**src/bus_pkg.sv**
```systemverilog
`default_nettype none

package bus_pkg;

  localparam int ADDR_W = 32;
  localparam int DATA_W = 32;
  localparam int MASK_W = DATA_W / 8;  // one bit per byte lane

  // region select field of the address
  localparam int REGION_MSB = 31;
  localparam int REGION_LSB = 30;

  localparam logic [REGION_MSB-REGION_LSB:0] REGION_RAM = 2'b00;
  localparam logic [REGION_MSB-REGION_LSB:0] REGION_LED = 2'b10;
  localparam logic [REGION_MSB-REGION_LSB:0] REGION_KEY = 2'b11;

  localparam int WORD_LSB = 2;  // byte offset below this bit

endpackage

`default_nettype wire

```
**src/key_port.sv**
```systemverilog
`timescale 1ns/10ps
`default_nettype none

module key_port #(
  parameter int KEY_W = 2
) (
  input  logic                       clk,
  input  logic                       i_rst_n,
  input  logic                       i_req,
  input  logic                       i_write,
  input  logic [bus_pkg::DATA_W-1:0] i_wdata,
  input  logic [bus_pkg::MASK_W-1:0] i_wr_mask,
  input  logic [KEY_W-1:0]           i_key,
  output logic                       o_ack,
  output logic [bus_pkg::DATA_W-1:0] o_rdata
);
  import bus_pkg::*;

  logic [KEY_W-1:0] sync_1;
  logic [KEY_W-1:0] sync_2;   // settled level
  logic [KEY_W-1:0] key_d;    // level one cycle back
  logic [KEY_W-1:0] flags;
  logic [KEY_W-1:0] rise;
  logic [KEY_W-1:0] clr;
  logic             access;

  assign access = i_req & ~o_ack;
  assign rise   = sync_2 & ~key_d;
  assign clr    = (access & i_write & i_wr_mask[0]) ? i_wdata[2*KEY_W-1:KEY_W] : '0;

  always_ff @(posedge clk)
  begin
    if (!i_rst_n)
    begin
      sync_1 <= '0;
      sync_2 <= '0;
      key_d  <= '0;
      flags  <= '0;
      o_ack  <= 1'b0;
    end
    else
    begin
      sync_1 <= i_key;
      sync_2 <= sync_1;
      key_d  <= sync_2;
      flags  <= (flags & ~clr) | rise;  // a new press beats a clear
      o_ack  <= access;
    end
  end

  always_ff @(posedge clk)
  begin
    if (access)
      o_rdata <= {{(DATA_W-2*KEY_W){1'b0}}, flags, sync_2};
  end

endmodule

`default_nettype wire

```
**config.mk**
```make
export PLATFORM = sky130hd
export DESIGN_NAME = key_port
export DESIGN_NICKNAME = d
export VERILOG_FILES = /design/src/bus_pkg.sv /design/src/key_port.sv
export SDC_FILE = /design/constraint.sdc
export NUM_CORES = 1
export LEC_CHECK = 0
export ABC_AREA = 0
export CAP_MARGIN = 10
export CORE_MARGIN = 2
export CORE_UTILIZATION = 45
export CTS_BUF_LIST = sky130_fd_sc_hd__clkbuf_2
export DETAILED_ROUTE_END_ITERATION = 10
export DONT_BUFFER_PORTS = 1
export PLACE_DENSITY = 0.69
export SYNTH_ARGS = -nofsm -noshare
export SYNTH_HDL_FRONTEND = slang
export SYNTH_SLANG_ARGS = --single-unit
```
**constraint.sdc**
```tcl
create_clock -name clk -period 1.2 [get_ports clk]
set_clock_uncertainty 0.15 [all_clocks]
set_input_delay 0.18 -clock clk [delete_from_list [all_inputs] [get_ports clk]]
set_output_delay 0.18 -clock clk [all_outputs]
set_load 0.01 [all_outputs]
```
Word level (Yosys, flattened, before mapping)
Index checks and enable logic that the tools add are counted.

Flip-flop bits (word level): 13. Input port bits: 42. Output and inout port bits: 33. Word-level logic and storage cells: 16.

Mux-type cells: 1. Bitwise gates (word level): 9.

Operators with widths (number): bitwise AND 2 bit (2); NOT 2 bit (2); bitwise AND 1 bit (3); 2-to-1 mux 2 bit (1); bitwise OR 2 bit (1); NOT 1 bit (1).

Depth between registers and ports, before layout
Depth after elaboration: 8. Depth in mapped cells: 3. Mapped depth without buffers: 3.

Worst setup path after synthesis
OpenSTA, ideal clock, no wires.

Path kind: register to register. From: reg o_ack. To: reg flags[0]. Arrival: 757 ps. Data required time: 928 ps. Setup slack: 171 ps. Cell stages (with the launch flop): 4. Buffers on the path: 0. Period minus slack after synthesis: 1029 ps. Cells stage by stage: dfxtp_1 nor2b_4 and3_4 a21oi_2.

Longest elaborated chain between the ends: 8.

Ends and longest elaborated chain: start: declaration (line key_port.sv:14) `output logic o_ack,`; start signal: assignment (line key_port.sv:47) `o_ack <= access;`; NOT 1 bit (line key_port.sv:27) `assign access = i_req & ~o_ack;`; bitwise AND 1 bit (line key_port.sv:27); via access (line key_port.sv:25) `logic access;`; bitwise AND 1 bit (2 in series) (line key_port.sv:29) `assign clr = (access & i_write & i_wr_mask[0]) ? i_wdata[2*KEY_W-1:KEY_W] : '0;`; 2-to-1 mux 2 bit (line key_port.sv:29); NOT 2 bit (line key_port.sv:46) `flags <= (flags & ~clr) | rise;`; bitwise AND 2 bit (line key_port.sv:46); bitwise OR 2 bit (line key_port.sv:46); end signal: assignment (line key_port.sv:46); end: declaration (line key_port.sv:22) `logic [KEY_W-1:0] flags;`.

The timed path passes the listed nets, and every way through them passes these cells. A chain may end at the register's enable or synchronous reset.

Worst setup path after layout
From: reg o_ack. To: reg flags[1].

Same word-level chain as after synthesis.

==> out/results.ini <==
[finish]
nNetsFinal = 111
drive_gt1_frac = 0.118
area_growth_pct = -1.57
finalNonFillerCells = 83
diodes = 0

[power_and_ir_drop]
swShare = 0.252
p_seq_frac = 0.618
power_density_nw_per_um2 = 1270
p_sw_w = 0.000199
p_leak_nw = 0.296
clkPwrFrac = 0.276
power_frac_comb = 0.106
vdd_drop_max_uv = 960
intPower_w = 0.000592

[flow_run]
maxCapViolCount = 0

[worst_setup_path]
reg2reg_depth = 3
r2r_start = o_ack
cp.required_ns = 1.21
crit_type = reg2reg
cp_slowest_cell = dfxtp_1
reg2reg_slack_ns = 0.10
critPathCaptureType = flip-flop
crit_chain = nor2b_4 > and3_4 > a21oi_2
startpoint_type = flip-flop
crit_fanout = 6
r2r-end = flags[1]
slowest_delay_ns = 0.38
cp_data_arrival_time_ns = 1.11

[routing]
ant_nets = 0
viasPerCell = 3.69
first_pass_iters = 2
drt_iter0_drc = 2
post_drt_wl_per_cell_um = 7.53
vias = 306
drc = 0
drt-total-wl_um = 625

[yosys]
synth.area.top_cells = buf_4, dfxtp_1, edfxtp_1
synth_top_area_share = 0.331
syn_inst = 59
avgSynthCellArea_um2 = 10.8
syn_area_um2 = 636
ys_ff_latch = 13
synth_flop_cell = dfxtp_1
ys_types = 10
synth_most_common_cell = buf_4
asyncSetResetFlopFracSynth = 0
synth_seq_area_share = 0.472
synth-edff-count = 4
ys_warn_count = 0
synth_common_cells = buf_4, dfxtp_1, and2_1
yosys.area.top_type = buf_4

[grt]
antenna_found_initial = 0
grt_pass1_vias = 231
track_usage = 0.0780
grt.overflow.total = 0
grt_max_degree = 10
grt_pass1_wl_um = 931

[timing]
timing.final.ws_setup_ns = 0.102
timing.final.crit_period_ns = 1.10
fmax_mhz = 911
slew_violations = 0
hold_viol_final = 0
period_share = 0.915
finalSetupViolations = 0
rsz0062_at_grt = no
finalSetupTns_ns = 0

[die]
ioPinCount = 75
start_util = 0.482
core_um2 = 1320
die-area_um2 = 1730
die_w_um = 41.6
die_y_um = 41.6
rows = 13

[clock_tree]
root_buffer = clkbuf_2
cts_setup_buffers = 0
ctsResizeCount = 0
tritoncts = done
cts_buffer_depth = 2
path_clk_slew_ns = 0.12
ctsHtreeMaxLevel = 1
hold_buffers = 4
cts_buffers = 3
clkSinkCount = 13
clkLatencyLatePin_ns = 0.26

[status]
run_status = completed

[placed_design]
io_buffers = 0
hpwlAfterDp_um = 458
pre_cts_ws_ns = 0.112
dp.cells = 73
gp_congestion = 0.655

[worst_hold_path]
hold_class = in2reg
min_to = flags[0]
holdPathStages = 2
min_from = i_write

metal layers:
layer	track usage	routed length (um)
met4	0.0387	0
met5	0	0
met3	0.0783	85
met2	0.119	310
met1	0.0652	229
power by group through the flow:
stage	clock network, W	registers [W]	logic (W)
global route	0.000255	0.000492	0.0000930
CTS	0.000228	0.000490	0.0000781
floorplan	0	0.000498	0.000130
global placement	0	0.000499	0.0000643
detailed placement	0	0.000500	0.0000654
finish	0.000218	0.000489	0.0000843
kinds of logic after synthesis:
group / after synthesis / share of synthesized area
simple gates: 13 / 0.148
compound gates: 4 / 0.0433
flops: 13 / 0.472
buf+inv: 28 / 0.331
other cells: 1 / 0.00590
per-stage QoR:
step	total power (W)	utilization	cell area (um2)	hold WS, ns
2_1_floorplan	0.000628	-	737	0.152
3_3_place_gp	0.000563	0.414	546	0.153
3_5_place_dp	0.000565	0.414	546	0.155
4_1_cts	0.000796	0.460	606	0.00542
5_1_grt	0.000841	0.475	626	0.00156
6_report	0.000792	0.475	626	0.0272
flip-flops by register name, indices dropped and copies added, names as in the netlist:
name     flops
sync_2       2
key_d        2
o_ack        1
sync_1       2
flags        2
o_rdata      4
placed cells by master (no fill, tap or decap), drive strengths merged:
cell,n
a21oi,2
dfxtp,9
and3,1
nor2b,5
and2,7
edfxtp,4
clkbuf,4
o21ai,2
conb,28
dlygate4sd3,6
worst max-delay path, delay by kind of cell (launching register included):
family          cells  cell delay [ns]
simple gates        2             0.42
compound gates      1             0.05
flops               1             0.38
area by class of cell:
class	instances	area [um2]
fillers	125	692
flip-flops and latches	13	300
multi-input cells	45	226
repair buffers	6	60.1
clock buffers	4	20.0
well taps	15	18.8
worst max path at each step:
stage | startpoint | end | slack [ns] | cells past startpoint
2_1_floorplan | o_ack | flags[0] | 0.17 | 3
3_3_place_gp | o_ack | flags[1] | 0.13 | 3
3_5_place_dp | o_ack | flags[1] | 0.11 | 3
4_1_cts | o_ack | flags[1] | 0.1 | 3
5_1_grt | o_ack | flags[1] | 0.04 | 3
6_report | o_ack | flags[1] | 0.10 | 3
Power figures use the tool's default switching activity.
