## src/bus_pkg.sv

```systemverilog
`default_nettype none

package bus_pkg;

  localparam int ADDR_W = 32;
  localparam int DATA_W = 32;
  localparam int MASK_W = DATA_W / 8;  // one bit per byte lane

  // region select field of the address
  localparam int REGION_MSB = 31;
  localparam int REGION_LSB = 30;

  localparam logic [REGION_MSB-REGION_LSB:0] REGION_RAM = 2'b00;
  localparam logic [REGION_MSB-REGION_LSB:0] REGION_LED = 2'b10;
  localparam logic [REGION_MSB-REGION_LSB:0] REGION_KEY = 2'b11;

  localparam int WORD_LSB = 2;  // byte offset below this bit

endpackage

`default_nettype wire

```

## src/bus_decoder.sv

```systemverilog
`timescale 1ns/10ps
`default_nettype none

module bus_decoder (
  input  logic                       clk,
  input  logic                       i_rst_n,

  input  logic                       i_sh_req,
  input  logic [bus_pkg::ADDR_W-1:0] i_sh_addr,
  input  logic [bus_pkg::MASK_W-1:0] i_sh_rd_mask,
  output logic                       o_sh_ack,
  output logic [bus_pkg::DATA_W-1:0] o_sh_rdata,

  output logic                       o_ram_req,
  input  logic                       i_ram_ack,
  input  logic [bus_pkg::DATA_W-1:0] i_ram_rdata,

  output logic                       o_led_req,
  input  logic                       i_led_ack,
  input  logic [bus_pkg::DATA_W-1:0] i_led_rdata,

  output logic                       o_key_req,
  input  logic                       i_key_ack,
  input  logic [bus_pkg::DATA_W-1:0] i_key_rdata
);
  import bus_pkg::*;

  localparam int BYTE_W = DATA_W / MASK_W;

  logic [REGION_MSB-REGION_LSB:0] region;
  logic                           unm_sel;
  logic                           unm_ack;
  logic                           sel_ack;
  logic [DATA_W-1:0]              sel_rdata;

  assign region = i_sh_addr[REGION_MSB:REGION_LSB];

  assign o_ram_req = i_sh_req & (region == REGION_RAM);
  assign o_led_req = i_sh_req & (region == REGION_LED);
  assign o_key_req = i_sh_req & (region == REGION_KEY);
  assign unm_sel   = (region != REGION_RAM) & (region != REGION_LED) &
                     (region != REGION_KEY);

  // stand-in target for the hole in the map
  always_ff @(posedge clk)
  begin
    if (!i_rst_n)
      unm_ack <= 1'b0;
    else
      unm_ack <= i_sh_req & unm_sel & ~unm_ack;
  end

  always_comb
  begin
    case (region)
      REGION_RAM:
      begin
        sel_ack   = i_ram_ack;
        sel_rdata = i_ram_rdata;
      end
      REGION_LED:
      begin
        sel_ack   = i_led_ack;
        sel_rdata = i_led_rdata;
      end
      REGION_KEY:
      begin
        sel_ack   = i_key_ack;
        sel_rdata = i_key_rdata;
      end
      default:
      begin
        sel_ack   = unm_ack;
        sel_rdata = '0;
      end
    endcase
  end

  always_comb
  begin
    for (int b = 0; b < MASK_W; b++)
      o_sh_rdata[b*BYTE_W +: BYTE_W] = i_sh_rd_mask[b] ? sel_rdata[b*BYTE_W +: BYTE_W] : '0;
  end

  assign o_sh_ack = sel_ack;

endmodule

`default_nettype wire

```

## config.mk

```make
export PLATFORM = sky130hd
export DESIGN_NAME = bus_decoder
export DESIGN_NICKNAME = d
export VERILOG_FILES = /design/src/bus_pkg.sv /design/src/bus_decoder.sv
export SDC_FILE = /design/constraint.sdc
export NUM_CORES = 1
export LEC_CHECK = 0
export ABC_AREA = 0
export BUFFER_PORTS_ARGS = -buffer_cell sky130_fd_sc_hd__buf_4
export CAP_MARGIN = 20
export CELL_PAD_IN_SITES_DETAIL_PLACEMENT = 1
export CELL_PAD_IN_SITES_GLOBAL_PLACEMENT = 1
export CORE_MARGIN = 4
export CORE_UTILIZATION = 16
export CTS_CLUSTER_SIZE = 28
export DETAILED_ROUTE_END_ITERATION = 10
export PLACE_DENSITY_LB_ADDON = 0.1
export SYNTH_ARGS = -nofsm -noshare
export SYNTH_HDL_FRONTEND = slang
export SYNTH_SLANG_ARGS = --single-unit
```

## constraint.sdc

```tcl
create_clock -name clk -period 1 [get_ports clk]
set_input_delay 0.15 -clock clk [delete_from_list [all_inputs] [get_ports clk]]
set_output_delay 0.15 -clock clk [all_outputs]
set_load 0.01 [all_outputs]
```

======== Word-level counts from Yosys, hierarchy flattened ========
Index checks and enable logic that the tools add are counted.
operators by class
  multiplexer cells ....................... 6
  bitwise logic cells ..................... 8
  eq/ne operators ......................... 4
  reductions and logical operators ........ 2
operators with widths
  cell                                   number
  one-hot mux 32 bit (3 select lines)    1
  2-to-1 mux 8 bit                       4
  AND 1 bit                              7
  == test 2 bit (second input constant)  2
  != test 2 bit (second input constant)  2
  one-hot mux 1 bit (3 select lines)     1
  logical NOT 2 bit                      1
  nonzero test 2 bit                     1
  inverter 1 bit                         1
storage, ports and cells
  bits of input ports ..................... 138
  output and inout port bits .............. 36
  flip-flop bits (word level) ............. 1
  logic and storage cells ................. 21

======== Longest topological paths before layout ========
  depth after elaboration ................. 5
  depth in mapped cells ................... 5
  gate-level depth less buffers ........... 3

======== Least setup slack after synthesis ========
OpenSTA, ideal clock, no wires.
  path type ............................... input-to-output
  from .................................... input i_sh_addr[30] in the netlist's numbering
  to ...................................... output o_sh_rdata[13] in the netlist's numbering
  buffers on the path ..................... 3
  arrival ................................. 0.902 ns
  stages .................................. 5
  slack ................................... -0.052 ns
  path through ............................ buf_4 buf_12 buf_12 mux2i_1 a21oi_1
on the way
  longest elaborated chain between the ends .. 3
ends and longest elaborated chain
  item                                                line               text
  start, declared                                     bus_decoder.sv:9   input logic [bus_pkg::ADDR_W-1:0] i_sh_addr,
  == test 2 bit or logical NOT 2 bit (tied branches)  bus_decoder.sv:55  case (region)
  one-hot mux 32 bit (3 select lines) (*)             bus_decoder.sv:55
  2-to-1 mux 8 bit (*)                                bus_decoder.sv:82  o_sh_rdata[b*BYTE_W +: BYTE_W] = i_sh_rd_mask[b] ? sel_rdata[b*BYTE_W +: BYTE_W] : '0;
  end, declared                                       bus_decoder.sv:12  output logic [bus_pkg::DATA_W-1:0] o_sh_rdata,
Mark *: on every way between the ends. The rest lies on a longest branch, timed or not.

======== Worst setup path after layout ========
Same ends and word-level chain as after synthesis.

==> results.cfg <==
[run_status]
status = complete, but fails checks
violations = negative setup slack

[power]
peakVddDrop_v = 0.000190
power_switching_share_pct = 36.7
clkPwrFrac_pct = 0
p_sw_mw = 0.452
p_comb_share_pct = 96.6
power_density_mw_per_mm2 = 449
seqPwrFrac_pct = 3.4
leakage_nw = 1.34
internal-power_mw = 0.779

[synthesis]
seq_area_frac_synth_pct = 1.93
ys_warn_count = 0
synth_nets = 290
syn_area_per_cell_um2 = 6.83
synth_top_area_cell = mux2i_1
synth_seq_cells = 1
synth-edff-count = 0
synth.distinct_cells = 18
async_flop_share_pct = 0
syn_area_mm2 = 0.00104
yosys-top-cells-count = a21oi_1 (32), mux2i_1 (32), nor2b_1 (32), o21ai_0 (30), clkbuf_1 (5)
synthTopCellsByArea = mux2i_1 (31%), nor2b_1 (19%), a21oi_1 (15%)
synth_ff_type = dfxtp_1
synth.top_cell.area_share_pct = 30.8
synthCells = 152

[timing]
timing.fmax_mhz = 949
timing.final.crit_share_pct = 105
setup_ws_ns = -0.0537
worst_pin_slew_ns = 0.182
hold_violations = 0
fin_setup_tns_ns = -0.294
maxSlewViolCount = 0
maxSlewHeadroom_pct = 87.5
setup_viol_count_final = 19
finalCriticalPeriod_ns = 1.05
fin_skew_ns = 0
rsz0062_at_grt = true
whs_ns = 0.401

[detailed_routing]
firstDrtPassIters = 2
routed_wl_mm = 5.82
drt-initial-drc-count = 27
vias = 1724
ant_nets = 0
drc = 0
wire_per_inst_um = 15.3
via_per_inst = 4.54

[grt]
grt_max_degree = 29
grt_pass1_wl_mm = 7.89
grt_usage_pct = 12.1
grt-ovfl-total = 0
grt_pass1_vias = 1603
antenna_found_initial = 0

[placed_design]
gp_congestion = 0.749
portBuffers = 143
dp.cells = 373
hpwl_mm = 4.42
dpl_cell_area_mm2 = 0.00230

[worst_setup_path]
arrival_ns = 0.90
required_ns = 0.85
timing.rr.end = unm_ack$_SDFF_PN0_
crit_path_start = i_sh_addr[30]
crit_path_end_kind = output port
cp_top_family = buffers and inverters
slowest_delay_ns = 0.17
rrSetupSlack_ns = 0.45
crit_chain = buf_16 -> clkbuf_16 -> nor2b_1 -> o21ai_1 -> a21oi_2 -> buf_4
cp_num_buf_inv = 3
crit_end = o_sh_rdata[13]
worstSetupPathDepth = 6
cp_slowest_cell = clkbuf_16
critPathKind = in -> out
cp-start-kind = input pin
cp_max_fo = 9
r2r-start = unm_ack$_SDFF_PN0_
r2r_cells = 1

[clock_tree]
path_clk_slew_ns = 0
clk-insertion-delay-late_ns = 0
cts_hold_buf = 0

[final_layout]
largest_reg_flops = 1
final_cells = 380
fin_nets = 443
top_register = unm_ack
final_area_mm2 = 0.00274
syn_to_final_growth_pct = 164
diodes = 0
reg_top3 = unm_ack: 1 flops
fin_util_pct = 43.4
drive_gt1_share_pct = 74.9

[run]
drv_cap = 0

[floorplanning]
core.rowCount = 29
die_w_um = 88.6
ios = 174
fp.dieH_um = 88.6
fp.dieArea_mm2 = 0.00784
start_util_pct = 16.4
core_mm2 = 0.00631

[min_path]
worstHoldPathType = in -> reg
## metrics by stage
step | setup WS, ns | total power, mW
after floorplan | 0.000650 | 0.455
after global placement | -0.211 | 1.00
after detailed placement | -0.201 | 1.01
after CTS | -0.0578 | 1.06
after global routing | -0.0999 | 1.32
final | -0.0537 | 1.23
## layer usage
| layer | wire length [um] | vias to the layer above | GRT usage (%) |
|---|---|---|---|
| met5 | 0 | - | 0 |
| met4 | 61 | 0 | 1.24 |
| met3 | 511 | 4 | 2.61 |
| met2 | 3020 | 71 | 22.1 |
| met1 | 2220 | 792 | 15.1 |
| li1 | - | 857 | - |
## final cells by class
| class | instances | area, um^2 |
|---|---|---|
| Fill cell | 761 | 3570 |
| Timing Repair Buffer | 166 | 1460 |
| Multi-Input combinational cell | 136 | 1170 |
| Tap cell | 77 | 96.3 |
| Sequential cell | 1 | 20.0 |
## cell families (layout without fill, tap and decap cells)
logic type             count (synthesis)  count (layout)  share of synthesized area [%]
buffers and inverters                 15             166                           11.8
AND/OR/NAND/NOR                       39              39                           22.4
flip-flops                             1               1                           1.93
AO/OA/AOI/OAI                         64              64                           30.8
multiplexers                          33              33                           33.0
## cells in the final DEF, fill, tap and decap left out
master / synthesis / layout
clkbuf_16: 0 / 4
o21ai_1: 2 / 17
nand2b_4: 0 / 1
nor2_2: 0 / 1
mux2i_4: 0 / 1
nor3_1: 1 / 1
buf_8: 1 / 2
nor2b_2: 0 / 5
a21oi_1: 32 / 12
mux2i_2: 0 / 10
nand2_1: 2 / 2
mux4_2: 1 / 1
and3_1: 1 / 1
buf_4: 3 / 149
buf_12: 2 / 2
dfxtp_1: 1 / 1
nor2b_1: 32 / 15
mux2i_1: 32 / 21
o21ai_2: 0 / 10
buf_16: 0 / 4
nor2b_4: 0 / 12
a21oi_2: 0 / 20
buf_6: 1 / 5
nor2_1: 2 / 1
o21ai_0: 30 / 5
## how the worst min path moves through the flow
| stage | startpoint | to | slack, ns | cells after the start |
|---|---|---|---|---|
| 3_3_place_gp | i_rst_n | unm_ack$_SDFF_PN0_ | 0.41 | 3 |
| 2_1_floorplan | i_rst_n | unm_ack$_SDFF_PN0_ | 0.28 | 2 |
| 3_5_place_dp | i_rst_n | unm_ack$_SDFF_PN0_ | 0.40 | 3 |
| 6_report | i_rst_n | unm_ack$_SDFF_PN0_ | 0.40 | 3 |
| 5_1_grt | i_rst_n | unm_ack$_SDFF_PN0_ | 0.42 | 3 |
| 4_1_cts | i_rst_n | unm_ack$_SDFF_PN0_ | 0.40 | 3 |
## power by group through the flow
stage / clock, mW / combinational (mW) / sequential (mW)
global placement: 0 / 0.960 / 0.0424
floorplan: 0 / 0.413 / 0.0422
detailed placement: 0 / 0.968 / 0.0424
CTS: 0 / 1.02 / 0.0423
finish: 0 / 1.19 / 0.0423
global route: 0 / 1.28 / 0.0423
## repair_timing
item | 4_1_cts | 5_1_grt
hold endpoints to repair | 0 | 0
pin swaps | 1 | 4
gates resized for setup | 25 | 69
gates cloned | 1 | 5
setup endpoints to repair | 34 | 34
setup buffers | 1 | 0
Power figures use the tool's default switching activity.
