===== src/bus_pkg.sv =====
`default_nettype none

package bus_pkg;

  localparam int ADDR_W = 32;
  localparam int DATA_W = 32;
  localparam int MASK_W = DATA_W / 8;  // one bit per byte lane

  // region select field of the address
  localparam int REGION_MSB = 31;
  localparam int REGION_LSB = 30;

  localparam logic [REGION_MSB-REGION_LSB:0] REGION_RAM = 2'b00;
  localparam logic [REGION_MSB-REGION_LSB:0] REGION_LED = 2'b10;
  localparam logic [REGION_MSB-REGION_LSB:0] REGION_KEY = 2'b11;

  localparam int WORD_LSB = 2;  // byte offset below this bit

endpackage

`default_nettype wire


===== src/bus_arbiter.sv =====
`timescale 1ns/10ps
`default_nettype none

module bus_arbiter (
  input  logic                       clk,
  input  logic                       i_rst_n,

  input  logic                       i_ibus_req,
  input  logic [bus_pkg::ADDR_W-1:0] i_ibus_addr,
  output logic                       o_ibus_ack,
  output logic [bus_pkg::DATA_W-1:0] o_ibus_data,

  input  logic                       i_dbus_req,
  input  logic                       i_dbus_write,
  input  logic [bus_pkg::ADDR_W-1:0] i_dbus_addr,
  input  logic [bus_pkg::DATA_W-1:0] i_dbus_data,
  input  logic [bus_pkg::MASK_W-1:0] i_dbus_rd_mask,
  input  logic [bus_pkg::MASK_W-1:0] i_dbus_wr_mask,
  output logic                       o_dbus_ack,
  output logic [bus_pkg::DATA_W-1:0] o_dbus_data,

  input  logic                       i_sh_ack,
  input  logic [bus_pkg::DATA_W-1:0] i_sh_rdata,
  output logic                       o_sh_req,
  output logic                       o_sh_write,
  output logic [bus_pkg::ADDR_W-1:0] o_sh_addr,
  output logic [bus_pkg::DATA_W-1:0] o_sh_wdata,
  output logic [bus_pkg::MASK_W-1:0] o_sh_rd_mask,
  output logic [bus_pkg::MASK_W-1:0] o_sh_wr_mask
);
  import bus_pkg::*;

  localparam logic [1:0] ST_IDLE    = 2'd0;
  localparam logic [1:0] ST_BUSY    = 2'd1;
  localparam logic [1:0] ST_RELEASE = 2'd2;

  logic [1:0] state;
  logic       gnt_dbus;   // current owner, last winner while idle
  logic       pick_dbus;
  logic       done;

  // on a tie the port that lost last time goes first
  assign pick_dbus = i_dbus_req & (~i_ibus_req | ~gnt_dbus);
  assign done      = (state == ST_BUSY) & i_sh_ack;

  always_ff @(posedge clk)
  begin
    if (!i_rst_n)
    begin
      state    <= ST_IDLE;
      gnt_dbus <= 1'b0;  // dbus wins the first tie
      o_sh_req <= 1'b0;
    end
    else
    begin
      case (state)
        ST_IDLE:
        begin
          if (i_ibus_req | i_dbus_req)
          begin
            state    <= ST_BUSY;
            gnt_dbus <= pick_dbus;
            o_sh_req <= 1'b1;
          end
        end
        ST_BUSY:
        begin
          if (i_sh_ack)
          begin
            state    <= ST_RELEASE;
            o_sh_req <= 1'b0;
          end
        end
        default:
          state <= ST_IDLE;  // one dead cycle so the master can drop req
      endcase
    end
  end

  // request fields are frozen once we leave idle
  always_ff @(posedge clk)
  begin
    if (state == ST_IDLE)
    begin
      if (pick_dbus)
      begin
        o_sh_write   <= i_dbus_write;
        o_sh_addr    <= i_dbus_addr;
        o_sh_wdata   <= i_dbus_data;
        o_sh_rd_mask <= i_dbus_rd_mask;
        o_sh_wr_mask <= i_dbus_wr_mask;
      end
      else
      begin
        o_sh_write   <= 1'b0;  // fetch is read only
        o_sh_addr    <= i_ibus_addr;
        o_sh_wdata   <= '0;
        o_sh_rd_mask <= {MASK_W{1'b1}};
        o_sh_wr_mask <= '0;
      end
    end
  end

  assign o_ibus_ack  = done & ~gnt_dbus;
  assign o_dbus_ack  = done & gnt_dbus;
  assign o_ibus_data = o_ibus_ack ? i_sh_rdata : {DATA_W{1'b0}};
  assign o_dbus_data = o_dbus_ack ? i_sh_rdata : {DATA_W{1'b0}};

endmodule

`default_nettype wire


===== config.mk =====
export PLATFORM = sky130hd
export DESIGN_NAME = bus_arbiter
export DESIGN_NICKNAME = d
export VERILOG_FILES = /design/src/bus_pkg.sv /design/src/bus_arbiter.sv
export SDC_FILE = /design/constraint.sdc
export NUM_CORES = 1
export LEC_CHECK = 0
export BUFFER_PORTS_ARGS = -buffer_cell sky130_fd_sc_hd__buf_2
export CAP_MARGIN = 5
export CORE_MARGIN = 8
export CORE_UTILIZATION = 25
export DETAILED_ROUTE_END_ITERATION = 12
export HOLD_SLACK_MARGIN = 0.12
export SLEW_MARGIN = 20
export SYNTH_ARGS = -nofsm -noshare
export SYNTH_HDL_FRONTEND = slang
export SYNTH_SLANG_ARGS = --single-unit

===== constraint.sdc =====
create_clock -name clk -period 4.9 [get_ports clk]
set_clock_uncertainty 0.05 [all_clocks]
set_input_delay 0.98 -clock clk [delete_from_list [all_inputs] [get_ports clk]]
set_output_delay 0.98 -clock clk [all_outputs]
set_load 0.05 [all_outputs]

## Yosys cells after proc, flatten, opt, wreduce, memory -nomap -nowiden

Index checks and enable logic that the tools add are counted.

| storage, ports and cells | value |
|---|---|
| flip-flop bits (word level) | 77 |

| operators by class | value |
|---|---|
| bitwise logic cells | 8 |
| muxes and demuxes | 9 |
| reduce and logical (&&, ||, !) cells | 5 |
| equality and inequality tests | 3 |

Operators with widths:

| kind | number |
|---|---|
| 2-to-1 mux 32 bit | 3 |
| bitwise AND 1 bit | 4 |
| 2-to-1 mux 2 bit | 2 |
| != test 2 bit (second input constant) | 2 |
| case mux 2 bit (2 select lines) | 1 |
| AND reduction 2 bit | 2 |
| AND reduction 3 bit | 1 |
| equality test 2 x 1 -> 1 bit (second input constant) | 1 |
| zero test 2 bit | 1 |
| 2-to-1 mux 1 bit | 2 |
| NOT 1 bit | 2 |
| OR 1 bit | 2 |
| case mux 1 bit (2 select lines) | 1 |
| nonzero test 2 bit | 1 |

## Depth between registers and ports, before layout

| depth | value |
|---|---|
| word-level depth | 4 |
| gate-level depth with buffers | 3 |

## Worst setup path before layout

No wires, ideal clock.

| timing | value |
|---|---|
| path kind | reg-to-reg |
| from | register state[0] |
| to | register gnt_dbus |
| data required time | 4549 ps |
| period minus slack after synthesis | 4173 ps |
| data arrival time | 3822 ps |
| stages on the path, launching flop included | 3 |
| setup slack | 727 ps |
| cells stage by stage | dfxtp_1 -> nor2_1 -> a221oi_1 |

| on the way | value |
|---|---|
| word-level cells in the longest chain between the ends | 2 |

Ends and longest elaborated chain:

| item | RTL line | text |
|---|---|---|
| start, declared | bus_arbiter.sv:37 | `logic [1:0] state;` |
| start signal, assigned | bus_arbiter.sv:50 | `state <= ST_IDLE;` |
| start signal, assigned | bus_arbiter.sv:61 | `state <= ST_BUSY;` |
| start signal, assigned | bus_arbiter.sv:70 | `state <= ST_RELEASE;` |
| zero test 2 bit | bus_arbiter.sv:56 | `case (state)` |
| AND reduction 2 bit (no source line) | n/a |  |
| end signal, assigned | bus_arbiter.sv:62 | `gnt_dbus <= pick_dbus;` |
| end, declared | bus_arbiter.sv:38 | `logic gnt_dbus;` |

No other way between the ends.
A chain may end at the register's enable or synchronous reset.

## Final worst setup path

| timing | value |
|---|---|
| from | input i_sh_ack |
| to | output o_dbus_data[18] (netlist bit) |

| on the way | value |
|---|---|
| word-level cells in the longest chain between the ends | 3 |

Ends and longest elaborated chain:

| item | RTL line | text |
|---|---|---|
| start, declared | bus_arbiter.sv:22 | `input logic i_sh_ack,` |
| bitwise AND 1 bit | bus_arbiter.sv:44 | `assign done = (state == ST_BUSY) & i_sh_ack;` |
| bitwise AND 1 bit | bus_arbiter.sv:105 | `assign o_dbus_ack = done & gnt_dbus;` |
| 2-to-1 mux 32 bit | bus_arbiter.sv:107 | `assign o_dbus_data = o_dbus_ack ? i_sh_rdata : {DATA_W{1'b0}};` |
| end, declared | bus_arbiter.sv:20 | `output logic [bus_pkg::DATA_W-1:0] o_dbus_data,` |

No other way between the ends.

==> impl_results.md <==
- CTS hold repair buffers: 0
- Final hold violations: 0
- DRC Markers: 0
- Power consumption: 2.13 mW
- Violation count after the first detailed-route iteration: 96
- Largest family of logic cells by synthesized area: simple AND/OR/NAND/NOR gates
- Antenna violations before repair: 0
- HPWL after DPL: 9210 µm
- RSZ-0062 raised after global routing: no
- Comb pwr share: 25.9%
- DR vias: 2930
- CP Cell Sequence: buf_2 > and4b_1 > and2_1 > buf_2
- Post-synthesis mux area share: 10.3%
- DR WL met2: 5780 µm
- Actual transition at the worst max-transition pin: 987 ps
- Pin count of the biggest net entering global routing: 41
- Int Power: 1.45 mW
- Synth Net Count: 385
- M1 WL: 4010 µm
- P per Cell Area: 393 mW/mm²
- Final std cells w/o fill: 709
- Share of post-route cells with drive strength above 1: 63.3%
- Nets: 667
- Routed WL: 11200 µm
- Tcrit/Tclk final: 67.7%
- Yosys warns: 0
- Adder-Cell Fraction of Synth Area: 0%
- Status: complete, no violations
- First-pass detailed-route iteration total: 4
- CTS tree: done
- Cts bufs inserted: 9
- Core area: 0.0138 mm²
- Pins Over Slew Limit: 0
- Switch Pwr: 681 µW
- Total gr overflow: 0
- Placement Cell Area: 0.00508 mm²
- Routed Antenna Nets: 0
- Total track usage: 11.9%
- Critical path startpoint category: primary input
- N_diodes: 0
- Clk root buf: clkbuf_16
- Placer's final routability congestion estimate: 0.765
- Io pins: 282
- Post-Synth XOR/XNOR Area: 0%
- Sw frac: 32.0%
- Met3 wire length: 1290 µm
- CP dominant cell by count: buf_2
- Setup Buffers After CTS: 0
- Initial Util: 25.5%
- Row count: 43
- Synthesized cell area: 0.00351 mm²
- Unique cell type count in the Yosys netlist: 21
- CP Max Fanout: 33
- Final Cell Area: 0.00542 mm²
- CTS Sinks: 77
- IO Port Bufs: 281
- H-tree Lvls: 3
- Clk Latency, worst-skew pair: 320 ps
- Peak VDD IR: 0.144 mV
- Hold_ws: 491 ps
- Crit path kind: primary input to primary output
- CP max stage delay: 710 ps
- Setup TNS: 0 ps
- Required time worst endpoint: 3870 ps
- Die Ht: 134 µm
- DIE AREA: 0.0181 mm²
- Clock Tree Buf Depth: 2
- Sequential area share after synthesis: 64.8%
- Clock power share: 35.1%
- Final min period: 3320 ps
- First-pass GRT wire length: 17100 µm
- Max layer used: met4
- Complex-gate fraction of the synthesized area: 1.64%
- Max-cap violations: 0
- Clock-pin transition on the worst setup and hold timing paths: 60 ps
- Mapped Cells: 243
- Leakage: 2.65 nW
- Die W: 134 µm
- Post-Place Cells: 694
- Mean post-synth cell area: 14.4 µm²
- Syn-to-layout area delta: 54.4%
- #FFs+latches synth: 77
- Max transition margin: 34.0%
- Tightest Hold Check Type: register to register
- Worst Setup End Kind: primary output
- Cts repair resizes: 0
- Count of final setup violators: 0
- Critical-path top delay cell: and4b_1
- Simple-gate area share of the yosys netlist: 20.5%
- Achievable Freq: 302 MHz
- Vias in the first global route: 3418
- Via/cell ratio: 4.13
- Crit path DAT: 2290 ps
- Routed WL per cell: 15.7 µm
- Sequential power share: 39.0%
[power by group through the flow]
stage                     logic (mW)  clock network (mW)  registers (mW)
after floorplan                0.151                   0            1.10
after detailed placement       0.561                   0           0.846
after CTS                      0.562               0.772           0.832
final                          0.552               0.746           0.831
after global routing           0.581               0.800           0.839
after global placement         0.557                   0           0.843
[cells by family after synthesis]
| group | after synthesis |
|---|---|
| DFF | 77 |
| muxes | 32 |
| AOI/OAI and AO/OA | 5 |
| and+or+nand+nor | 114 |
| buffers and inverters | 15 |
[registers in the layout, indices dropped and copies added, names as in the netlist]
| signal | cells |
|---|---|
| state | 2 |
| o_sh_wr_mask | 4 |
| gnt_dbus | 1 |
| o_sh_req | 1 |
| o_sh_addr | 32 |
| o_sh_rd_mask | 4 |
| o_sh_write | 1 |
| o_sh_wdata | 32 |
[worst paths after layout]
check	from	end	slack (ps)	depth (start not counted)
setup reg to reg	state[1]$_SDFFE_PN0P_	o_sh_wdata[25]$_SDFFCE_PP0N_	2720	2
setup / recovery	i_sh_ack	o_dbus_data[18]	1580	4
hold reg to reg	gnt_dbus$_SDFFE_PN0P_	gnt_dbus$_SDFFE_PN0P_	490	2
hold / removal	gnt_dbus$_SDFFE_PN0P_	gnt_dbus$_SDFFE_PN0P_	490	2
[cells in the final DEF (no fill, tap or decap), types with 2 or more instances in the layout]
| cell type | instances |
|---|---|
| buf_2 | 281 |
| and2_1 | 102 |
| edfxtp_1 | 73 |
| mux2_2 | 32 |
| clkbuf_16 | 9 |
| nand2b_1 | 5 |
| dfxtp_1 | 4 |
| bufinv_16 | 3 |
| buf_4 | 3 |
| inv_1 | 2 |
[synth_stat cells]
master	n	area, µm²
and2_1	102	638
edfxtp_1	73	2190
mux2_2	32	360
nand2b_1	5	31.3
clkbuf_1	4	15.0
clkbuf_2	4	20.0
dfxtp_1	4	80.1
buf_8	3	45.0
buf_2	2	10.0
inv_1	2	7.51
nor2_1	2	7.51
a2111oi_0	1	8.76
a21boi_4	1	18.8
a221oi_1	1	8.76
and4b_1	1	10.0
and4bb_2	1	12.5
nand3b_1	1	7.51
nor3_1	1	5.00
o2111a_1	1	11.3
o21ba_2	1	10.0
or3b_2	1	8.76
[worst max-delay path, delay by kind of cell]
kind | cells | cell delay [ps]
and+or+nand+nor | 2 | 930
buffers and inverters | 2 | 360
[metrics by stage]
stage	utilization, %	worst slack [ps]
3_3_place_gp	36.9	1650
5_1_grt	39.3	1440
6_report	39.3	1580
2_1_floorplan	-	727
3_5_place_dp	36.9	1590
4_1_cts	39.3	1570
[area by class of cell]
class                   instances  area (µm²)
clock buffers                   9         225
clock inverters                 6         111
fillers                      1305        8360
inverters                       2        7.51
multi-input cells             151        1150
flip-flops and latches         77        2270
well taps                     180         225
repair buffers                284        1430
[routing by layer]
layer  vias up  global-route usage, %
met5         -                      0
met4         0                   3.56
met3         6                   5.83
met2       178                   21.8
met1      1330                   11.4
li1       1416                      -
(Power assumes the default switching activity.)
