--- config.mk ---
export PLATFORM = sky130hd
export DESIGN_NAME = led_reg
export DESIGN_NICKNAME = d
export VERILOG_FILES = /design/src/bus_pkg.sv /design/src/led_reg.sv
export SDC_FILE = /design/constraint.sdc
export NUM_CORES = 1
export LEC_CHECK = 0
export CAP_MARGIN = 40
export CORE_MARGIN = 5
export CORE_UTILIZATION = 55
export CTS_CLUSTER_DIAMETER = 50
export DETAILED_ROUTE_END_ITERATION = 12
export DONT_BUFFER_PORTS = 1
export GPL_ROUTABILITY_DRIVEN = 0
export PLACE_DENSITY = 0.74
export SYNTH_ARGS = -nofsm -noshare
export SYNTH_HDL_FRONTEND = slang
export SYNTH_SLANG_ARGS = --single-unit
--- constraint.sdc ---
create_clock -name clk -period 1.05 [get_ports clk]
set_input_delay 0.0525 -clock clk [delete_from_list [all_inputs] [get_ports clk]]
set_output_delay 0.0525 -clock clk [all_outputs]
set_load 0.005 [all_outputs]
--- src/bus_pkg.sv ---
`default_nettype none

package bus_pkg;

  localparam int ADDR_W = 32;
  localparam int DATA_W = 32;
  localparam int MASK_W = DATA_W / 8;  // one bit per byte lane

  // region select field of the address
  localparam int REGION_MSB = 31;
  localparam int REGION_LSB = 30;

  localparam logic [REGION_MSB-REGION_LSB:0] REGION_RAM = 2'b00;
  localparam logic [REGION_MSB-REGION_LSB:0] REGION_LED = 2'b10;
  localparam logic [REGION_MSB-REGION_LSB:0] REGION_KEY = 2'b11;

  localparam int WORD_LSB = 2;  // byte offset below this bit

endpackage

`default_nettype wire

--- src/led_reg.sv ---
`timescale 1ns/10ps
`default_nettype none

module led_reg #(
  parameter int LED_W = 8
) (
  input  logic                       clk,
  input  logic                       i_rst_n,
  input  logic                       i_req,
  input  logic                       i_write,
  input  logic [bus_pkg::DATA_W-1:0] i_wdata,
  input  logic [bus_pkg::MASK_W-1:0] i_wr_mask,
  output logic                       o_ack,
  output logic [bus_pkg::DATA_W-1:0] o_rdata,
  output logic [LED_W-1:0]           o_led
);
  import bus_pkg::*;

  logic [LED_W-1:0] led_q;
  logic             access;

  assign access = i_req & ~o_ack;

  // offset is ignored, whole region aliases one register
  always_ff @(posedge clk)
  begin
    if (!i_rst_n)
    begin
      o_ack <= 1'b0;
      led_q <= '0;
    end
    else
    begin
      o_ack <= access;
      if (access & i_write & i_wr_mask[0])
        led_q <= i_wdata[LED_W-1:0];
    end
  end

  always_ff @(posedge clk)
  begin
    if (access)
      o_rdata <= {{(DATA_W-LED_W){1'b0}}, led_q};
  end

  assign o_led = led_q;

endmodule

`default_nettype wire

# Word level (Yosys, flattened, before mapping)
# Index checks and enable logic that the tools add are counted.
# W data, S select, Z words.
[word_totals]
input_bits = 40
register_bits = 17
out_inout_bits = 41
elab_cells = 7
[classes]
n_bitwise = 4
[ops]
columns = ["operator", "n"]
rows = [
  ["$and A1 B1 Y1", 3],
  ["$not A1 Y1", 1],
]

# Depth between registers and ports, before layout
# Gate-level depths: netlist of run 1.
[logic_depth]
word_depth = 4
mapped_depth = 4

# Least setup slack after synthesis of run 1
# No wires, ideal clock.
[synth_timing]
path_kind = "register -> register"
startpoint = "reg o_ack"
endpoint = "reg led_q[0], in the netlist o_led[0]"
synth_period_minus_slack_ps = 925
path_buffers = 1
path_stages_with_launch = 4
arrival_ps = 853
slack_ps = 125
cell_sequence = "dfxtp_1 and4b_1 buf_6 mux2i_1"
[synth_via]
elab_chain_len = 4
[synth_rtl]
columns = ["element", "line", "text"]
rows = [
  ["start: declaration", "led_reg.sv:13", "output logic o_ack,"],
  ["start signal: assignment", "led_reg.sv:34", "o_ack <= access;"],
  ["$not A1 Y1", "led_reg.sv:22", "assign access = i_req & ~o_ack;"],
  ["$and A1 B1 Y1", "led_reg.sv:22", ""],
  ["$and A1 B1 Y1 (2 in a row)", "led_reg.sv:35", "if (access & i_write & i_wr_mask[0])"],
  ["end signal: assignment", "led_reg.sv:36", "led_q <= i_wdata[LED_W-1:0];"],
  ["end: declaration", "led_reg.sv:19", "logic [LED_W-1:0] led_q;"],
]
# No other way between the ends.
# A chain may end at the register's enable or synchronous reset.

# Worst setup path in the final report of run 1
[layout_timing]
startpoint = "reg o_ack"
endpoint = "reg led_q[1], in the netlist o_led[1]"
# The elaborated chain is that of the path after synthesis.

==> flow_summary.yaml, run 1 <==
hold_path:
  hold_class: "primary input to register"
sta:
  timing.slew.headroom_pct: 63.5
  finalCritPeriodShare_pct: 97.2
  finalCriticalPeriod_ns: 1.02
  maxSlewViolCount: 0
  tightest_slew_ns: 0.545
  setup_violations: 0
  hold_viol: 0
  fin_worst_skew_ns: 0.00790
  fmax_mhz: 980
  rsz0062_at_grt: "true"
clock_tree:
  htree_num_levels: 1
  path_clk_slew_ns: 0.10
  clk_latency_ns: 0.28
  cts.sinks: 17
  cts_root_buf: "clkbuf_4"
  cts_setup_buffers: 0
  clk_path_buf_depth: 2
  cts_tree: "yes"
  cts_made_buffers: 3
power:
  peakVddDrop_mv: 0.867
  p_leak_uw: 0.000354
  power.total_uw: 1180
  power_density_nw_per_um2: 1420
worst_setup_path:
  cp_top_family: "flip-flops"
  crit_slowest_cell: "dfxtp_2"
  path_max_fanout: 4
  crit_path_cell_trace: "and4b_1 -> buf_4 -> mux2i_1"
  path_class: "register to register"
  critPathMaxStageDelay_ns: 0.34
  cp-end-kind: "register"
  required_ns: 1.26
  worstSetupStartpointType: "register"
  crit_buf_inv: 1
  cp.arrival_ns: 1.24
global_routing:
  groute.usage.overall_pct: 10.6
  grt-ovfl-total: 0
  first_global_vias: 371
  grt_start_max_net_pins: 18
  antenna_found_initial: 0
  grt_pass1_wl_um: 1640
drt:
  drtIter0Drc: 9
  routed_via_density: 4.30
  drtAntennaViolNets: 0
  wl_per_cell_um: 12.6
  wl_um: 1240
  drc: 0
  drt_first_pass_iters: 3
  vias: 421
synth:
  syn_inst: 72
  syn_area_um2: 793
  synth_cell_types: 11
  ys_ff_latch: 17
  syn_avg_cell_area_um2: 11.0
  ys_warn_count: 0
  ys_seq_area_share_pct: 53.0
flow_run:
  drv_cap: 0
floorplan:
  die-area_um2: 2300
  io-pin-count: 81
  die_y_um: 48.0
  die_width_um: 48.0
  rows: 13
  coreArea_um2: 1330
  initial_utilization_pct: 59.5
final_layout:
  fin_cells: 98
  syn2layout_area_growth_pct: 4.73
  n_antenna_cell: 0
  final_common_cell: "conb_1"
  finalNetCount: 124
  final_cell_mix: "conb_1 (24), nand2_1 (16), dlygate4sd3_1 (9)"
  fillCellCount: 113
  layout-drive-gt1-share_pct: 8.43
place:
  port-buffer-count: 0
  dp_hpwl_um: 934
  dp.cells: 85
run_status:
  outcome: "finished clean"
## cells by family (layout without fill, tap and decap cells)
| family | count (synthesis) | count (layout) | share of synthesized area (%) |
|---|---|---|---|
| and+or+nand+nor | 19 | 19 | 10.7 |
| muxes | 8 | 8 | 10.1 |
| other | 1 | 24 | 0.473 |
| buffers and inverters | 27 | 15 | 25.7 |
| DFF | 17 | 17 | 53.0 |
## stage by stage
stage / area, µm² / setup TNS [ns] / setup slack, ns / util [%] / hold slack [ns]
2_1_floorplan: 880 / 0 / 0.125 / - / 0.195
3_3_place_gp: 709 / 0 / 0.0718 / 53.2 / 0.176
5_1_grt: 831 / -0.160 / -0.0338 / 62.3 / 0.181
3_5_place_dp: 709 / 0 / 0.0565 / 53.2 / 0.180
6_report: 831 / 0 / 0.0292 / 62.3 / 0.170
4_1_cts: 826 / 0 / 0.0299 / 61.9 / 0.168
## sequential cells by signal (all words and copies together), names as in the netlist
signal,flops
o_ack,1
o_rdata,8
o_led,8
## report_power, final
| group | internal [µW] | switching (µW) |
|---|---|---|
| combinational | 42.9 | 56.3 |
| sequential | 725 | 19.7 |
| clock | 147 | 190 |
| total | 915 | 266 |
## area by class of cell
cell class                      instances  area, µm²  area share, %
Tap cell                               15       18.8           2.26
Sequential cell                        17        422           50.8
Clock buffer                            4       26.3           3.16
Timing Repair Buffer                   11        109           13.1
Multi-Input combinational cell         51        255           30.7
## repair_timing
item | CTS | global route
gates resized for setup | 0 | 2
hold buffers | 9 | 0
endpoints found under the setup margin | 0 | 5
hold endpoints to repair | 9 | 0
## routing by layer
layer  share of wire (%)  up-vias  track usage [%]
met2                  43       38             14.2
met5                   0        -                0
met1                  40      173             13.0
met4                 2.9        0             11.3
met3                  14        4             2.63
li1                    -      206                -
## Yosys cell counts
cell	number	share of area, %
edfxtp_1	8	30
buf_4	25	24
mux2i_1	8	10
buf_2	1	0.63
and4b_1	1	1.3
dfxtp_1	9	23
conb_1	1	0.47
and2_1	1	0.79
buf_6	1	1.4
nand2_1	16	7.6
and2b_2	1	1.1
## path summary, 6_finish.rpt
path / start / end / slack, ns / depth (start not counted)
worst max register to register: o_ack$_SDFF_PN0_ / o_led[1]$_SDFFE_PN0P_ / 0.03 / 3
worst min-delay path: i_req / o_rdata[2]$_DFFE_PP_ / 0.17 / 1
worst min register to register: o_led[4]$_SDFFE_PN0P_ / o_led[4]$_SDFFE_PN0P_ / 0.50 / 2
worst max-delay path: o_ack$_SDFF_PN0_ / o_led[1]$_SDFFE_PN0P_ / 0.03 / 3
No activity file was read; power rests on OpenSTA's default activity.
==> inputs of run 2 (changes only) <==
--- a/config.mk
+++ b/config.mk
@@ -5,6 +5,7 @@
 export SDC_FILE = /design/constraint.sdc
 export NUM_CORES = 1
 export LEC_CHECK = 0
+export ABC_AREA = 1
 export CAP_MARGIN = 40
 export CORE_MARGIN = 5
 export CORE_UTILIZATION = 55
==> run 2 against run 1 <==
Compared with the run above: global-route usage grew 0.73 points; synthesized cell count grew 28%; non-clock buffer count shrank 1; first-iteration DRC count grew 11%; die area grew 7.0%; largest power group unchanged; worst hold slack lost 0.17 ns; total power grew 5.0%; largest cell class unchanged; clock skew shrank 0.0046 ns; critical endpoint is now o_led[7]$_SDFFE_PN0P_; critical path type unchanged; worst setup slack gained 0.065 ns; clock-buffer cell count is the same; combinational power grew 51%.
==> flow_summary.yaml, run 2 <==
clock_tree:
  cts.repair.resized: 0
  clk_path_buf_depth: 2
  cts_made_buffers: 3
  cts_tree: "yes"
  cts.sinks: 17
  clk_latency_ns: 0.28
  path_clk_slew_ns: 0.09
  cts_root_buf: "clkbuf_4"
  htree_num_levels: 1
  ctsHoldBuffers: 9
  cts_setup_buffers: 0
drt:
  vias: 535
  routed_via_density: 4.46
  drtAntennaViolNets: 0
  drt_first_pass_iters: 4
  drc: 0
  wl_um: 1320
  wl_per_cell_um: 11.0
  drtIter0Drc: 10
synth:
  ys_seq_area_share_pct: 48.7
  synthTopCellsByArea: "edfxtp_1 (28%), dfxtp_1 (21%), buf_4 (21%)"
  ys.flop_type: "dfxtp_1"
  ys_ff_latch: 17
  syn_area_um2: 863
  synth_most_common_cell: "buf_4"
  syn_inst: 92
  yosys-top-cells-count: "buf_4 (24), dfxtp_1 (9), inv_1 (9), nor2_1 (9)"
  synth_area_leader_cell: "edfxtp_1"
  synth_cell_types: 15
  syn_avg_cell_area_um2: 9.38
  ys_warn_count: 0
  synth_top_area_share_pct: 27.8
  synth_async_sr_flop_share_pct: 0
  synth_edf_count: 8
worst_setup_path:
  path_class: "register to register"
  crit_buf_inv: 1
  cp-end-kind: "register"
  cp_top_family: "flip-flops"
  rr_startpoint: "o_ack$_SDFF_PN0_"
  reg2reg_slack_ns: 0.09
  cp.arrival_ns: 1.14
  crit_path_cell_trace: "nor2_4 -> buf_12 -> nand3_1 -> nand2_1 -> nor2_1"
  critPathMaxStageDelay_ns: 0.37
  r2r.worst_path.cells: 5
  required_ns: 1.23
  crit_slowest_cell: "dfxtp_1"
  rr_endpoint: "o_led[7]$_SDFFE_PN0P_"
  cp-startpoint: "o_ack$_SDFF_PN0_"
  path_max_fanout: 16
  worstSetupStartpointType: "register"
flow_run:
  drv_cap: 0
sta:
  finalCriticalPeriod_ns: 0.956
  setup_violations: 0
  rsz0062_at_grt: "false"
  tns_ns: 0
  fin_worst_skew_ns: 0.00333
  maxSlewViolCount: 0
  hold_viol: 0
  finalCritPeriodShare_pct: 91.0
  fmax_mhz: 1050
  holdWs_ns: 0.00337
floorplan:
  die-area_um2: 2460
  die_y_um: 49.6
  rows: 14
  coreArea_um2: 1510
  io-pin-count: 81
  die_width_um: 49.6
  initial_utilization_pct: 57.3
global_routing:
  grt-ovfl-total: 0
  antenna_found_initial: 0
  grt_pass1_wl_um: 2180
  grt_start_max_net_pins: 17
  first_global_vias: 493
  groute.usage.overall_pct: 11.3
hold_path:
  hp-start: "i_wdata[3]"
  hold-path-cell-count: 4
  hold_class: "primary input to register"
  hold-path-endpoint: "o_led[3]$_SDFFE_PN0P_"
power:
  pwr-share-seq_pct: 61.4
  p_switching_uw: 297
  p_sw_share_pct: 24.0
  power.total_uw: 1240
  p_leak_uw: 0.000446
  power_density_nw_per_um2: 1360
  combPwrFrac_pct: 12.1
  p_clk_share_pct: 26.5
  peakVddDrop_mv: 0.518
  p_int_uw: 943
place:
  port-buffer-count: 0
  dp_hpwl_um: 969
final_layout:
  utilization_pct: 60.7
  layout-drive-gt1-share_pct: 18.3
  final_common_cell: "conb_1"
  syn2layout_area_growth_pct: 5.94
  n_antenna_cell: 0
  final_cell_mix: "conb_1 (24), inv_1 (9), nor2_1 (9), dlygate4sd3_1 (9), dfxtp_1 (9)"
  finalNetCount: 145
run_status:
  outcome: "finished clean"
run 2: final cells by class:
type / count / area, µm²
clock buffers: 4 / 26.3
fillers: 122 / 592
inverters: 12 / 45.0
multi-input cells: 61 / 293
flip-flops and latches: 17 / 420
well taps: 16 / 20.0
repair buffers: 10 / 110
run 2: how the worst max path moves through the flow:
| stage | endpoint | slack, ns | depth (start not counted) |
|---|---|---|---|
| CTS | o_rdata[2]$_DFFE_PP_ | 0.11 | 2 |
| floorplan | o_rdata[0]$_DFFE_PP_ | 0.1 | 1 |
| global placement | o_rdata[6]$_DFFE_PP_ | 0.13 | 2 |
| detailed placement | o_rdata[2]$_DFFE_PP_ | 0.12 | 2 |
| global route | o_led[7]$_SDFFE_PN0P_ | 0.0006 | 5 |
| finish | o_led[7]$_SDFFE_PN0P_ | 0.09 | 5 |
run 2: worst min-delay path: stages:
cell and delay (ns):
inv_1 0.03, nand3_1 0.07, nand2_1 0.06, nor2_1 0.03
run 2: metal layers:
| metal | up-vias | routed length (µm) | global-route usage, % |
|---|---|---|---|
| met5 | - | 0 | 0 |
| met4 | 0 | 27 | 7.86 |
| met3 | 2 | 131 | 2.41 |
| met2 | 34 | 691 | 19.3 |
| met1 | 243 | 468 | 12.2 |
| li1 | 256 | - | - |
run 2: power groups by stage:
| stage | Sequential, µW | Combinational [µW] | Clock (µW) |
|---|---|---|---|
| global placement | 778 | 114 | 0 |
| CTS | 763 | 148 | 336 |
| global route | 767 | 170 | 372 |
| finish | 761 | 150 | 328 |
| floorplan | 772 | 164 | 0 |
| detailed placement | 778 | 116 | 0 |
run 2: cells by family after synthesis:
| family | after synthesis | synth area share [%] |
|---|---|---|
| DFF | 17 | 48.7 |
| buffers and inverters | 37 | 27.4 |
| other | 1 | 0.434 |
| and+or+nand+nor | 37 | 23.5 |
run 2: per-stage QoR:
step	setup slack [ns]	std cells	instance area [µm²]
finish	0.0945	120	915
global route	0.000649	120	915
detailed placement	0.119	107	798
floorplan	0.0957	115	950
global placement	0.127	107	798
CTS	0.106	120	915
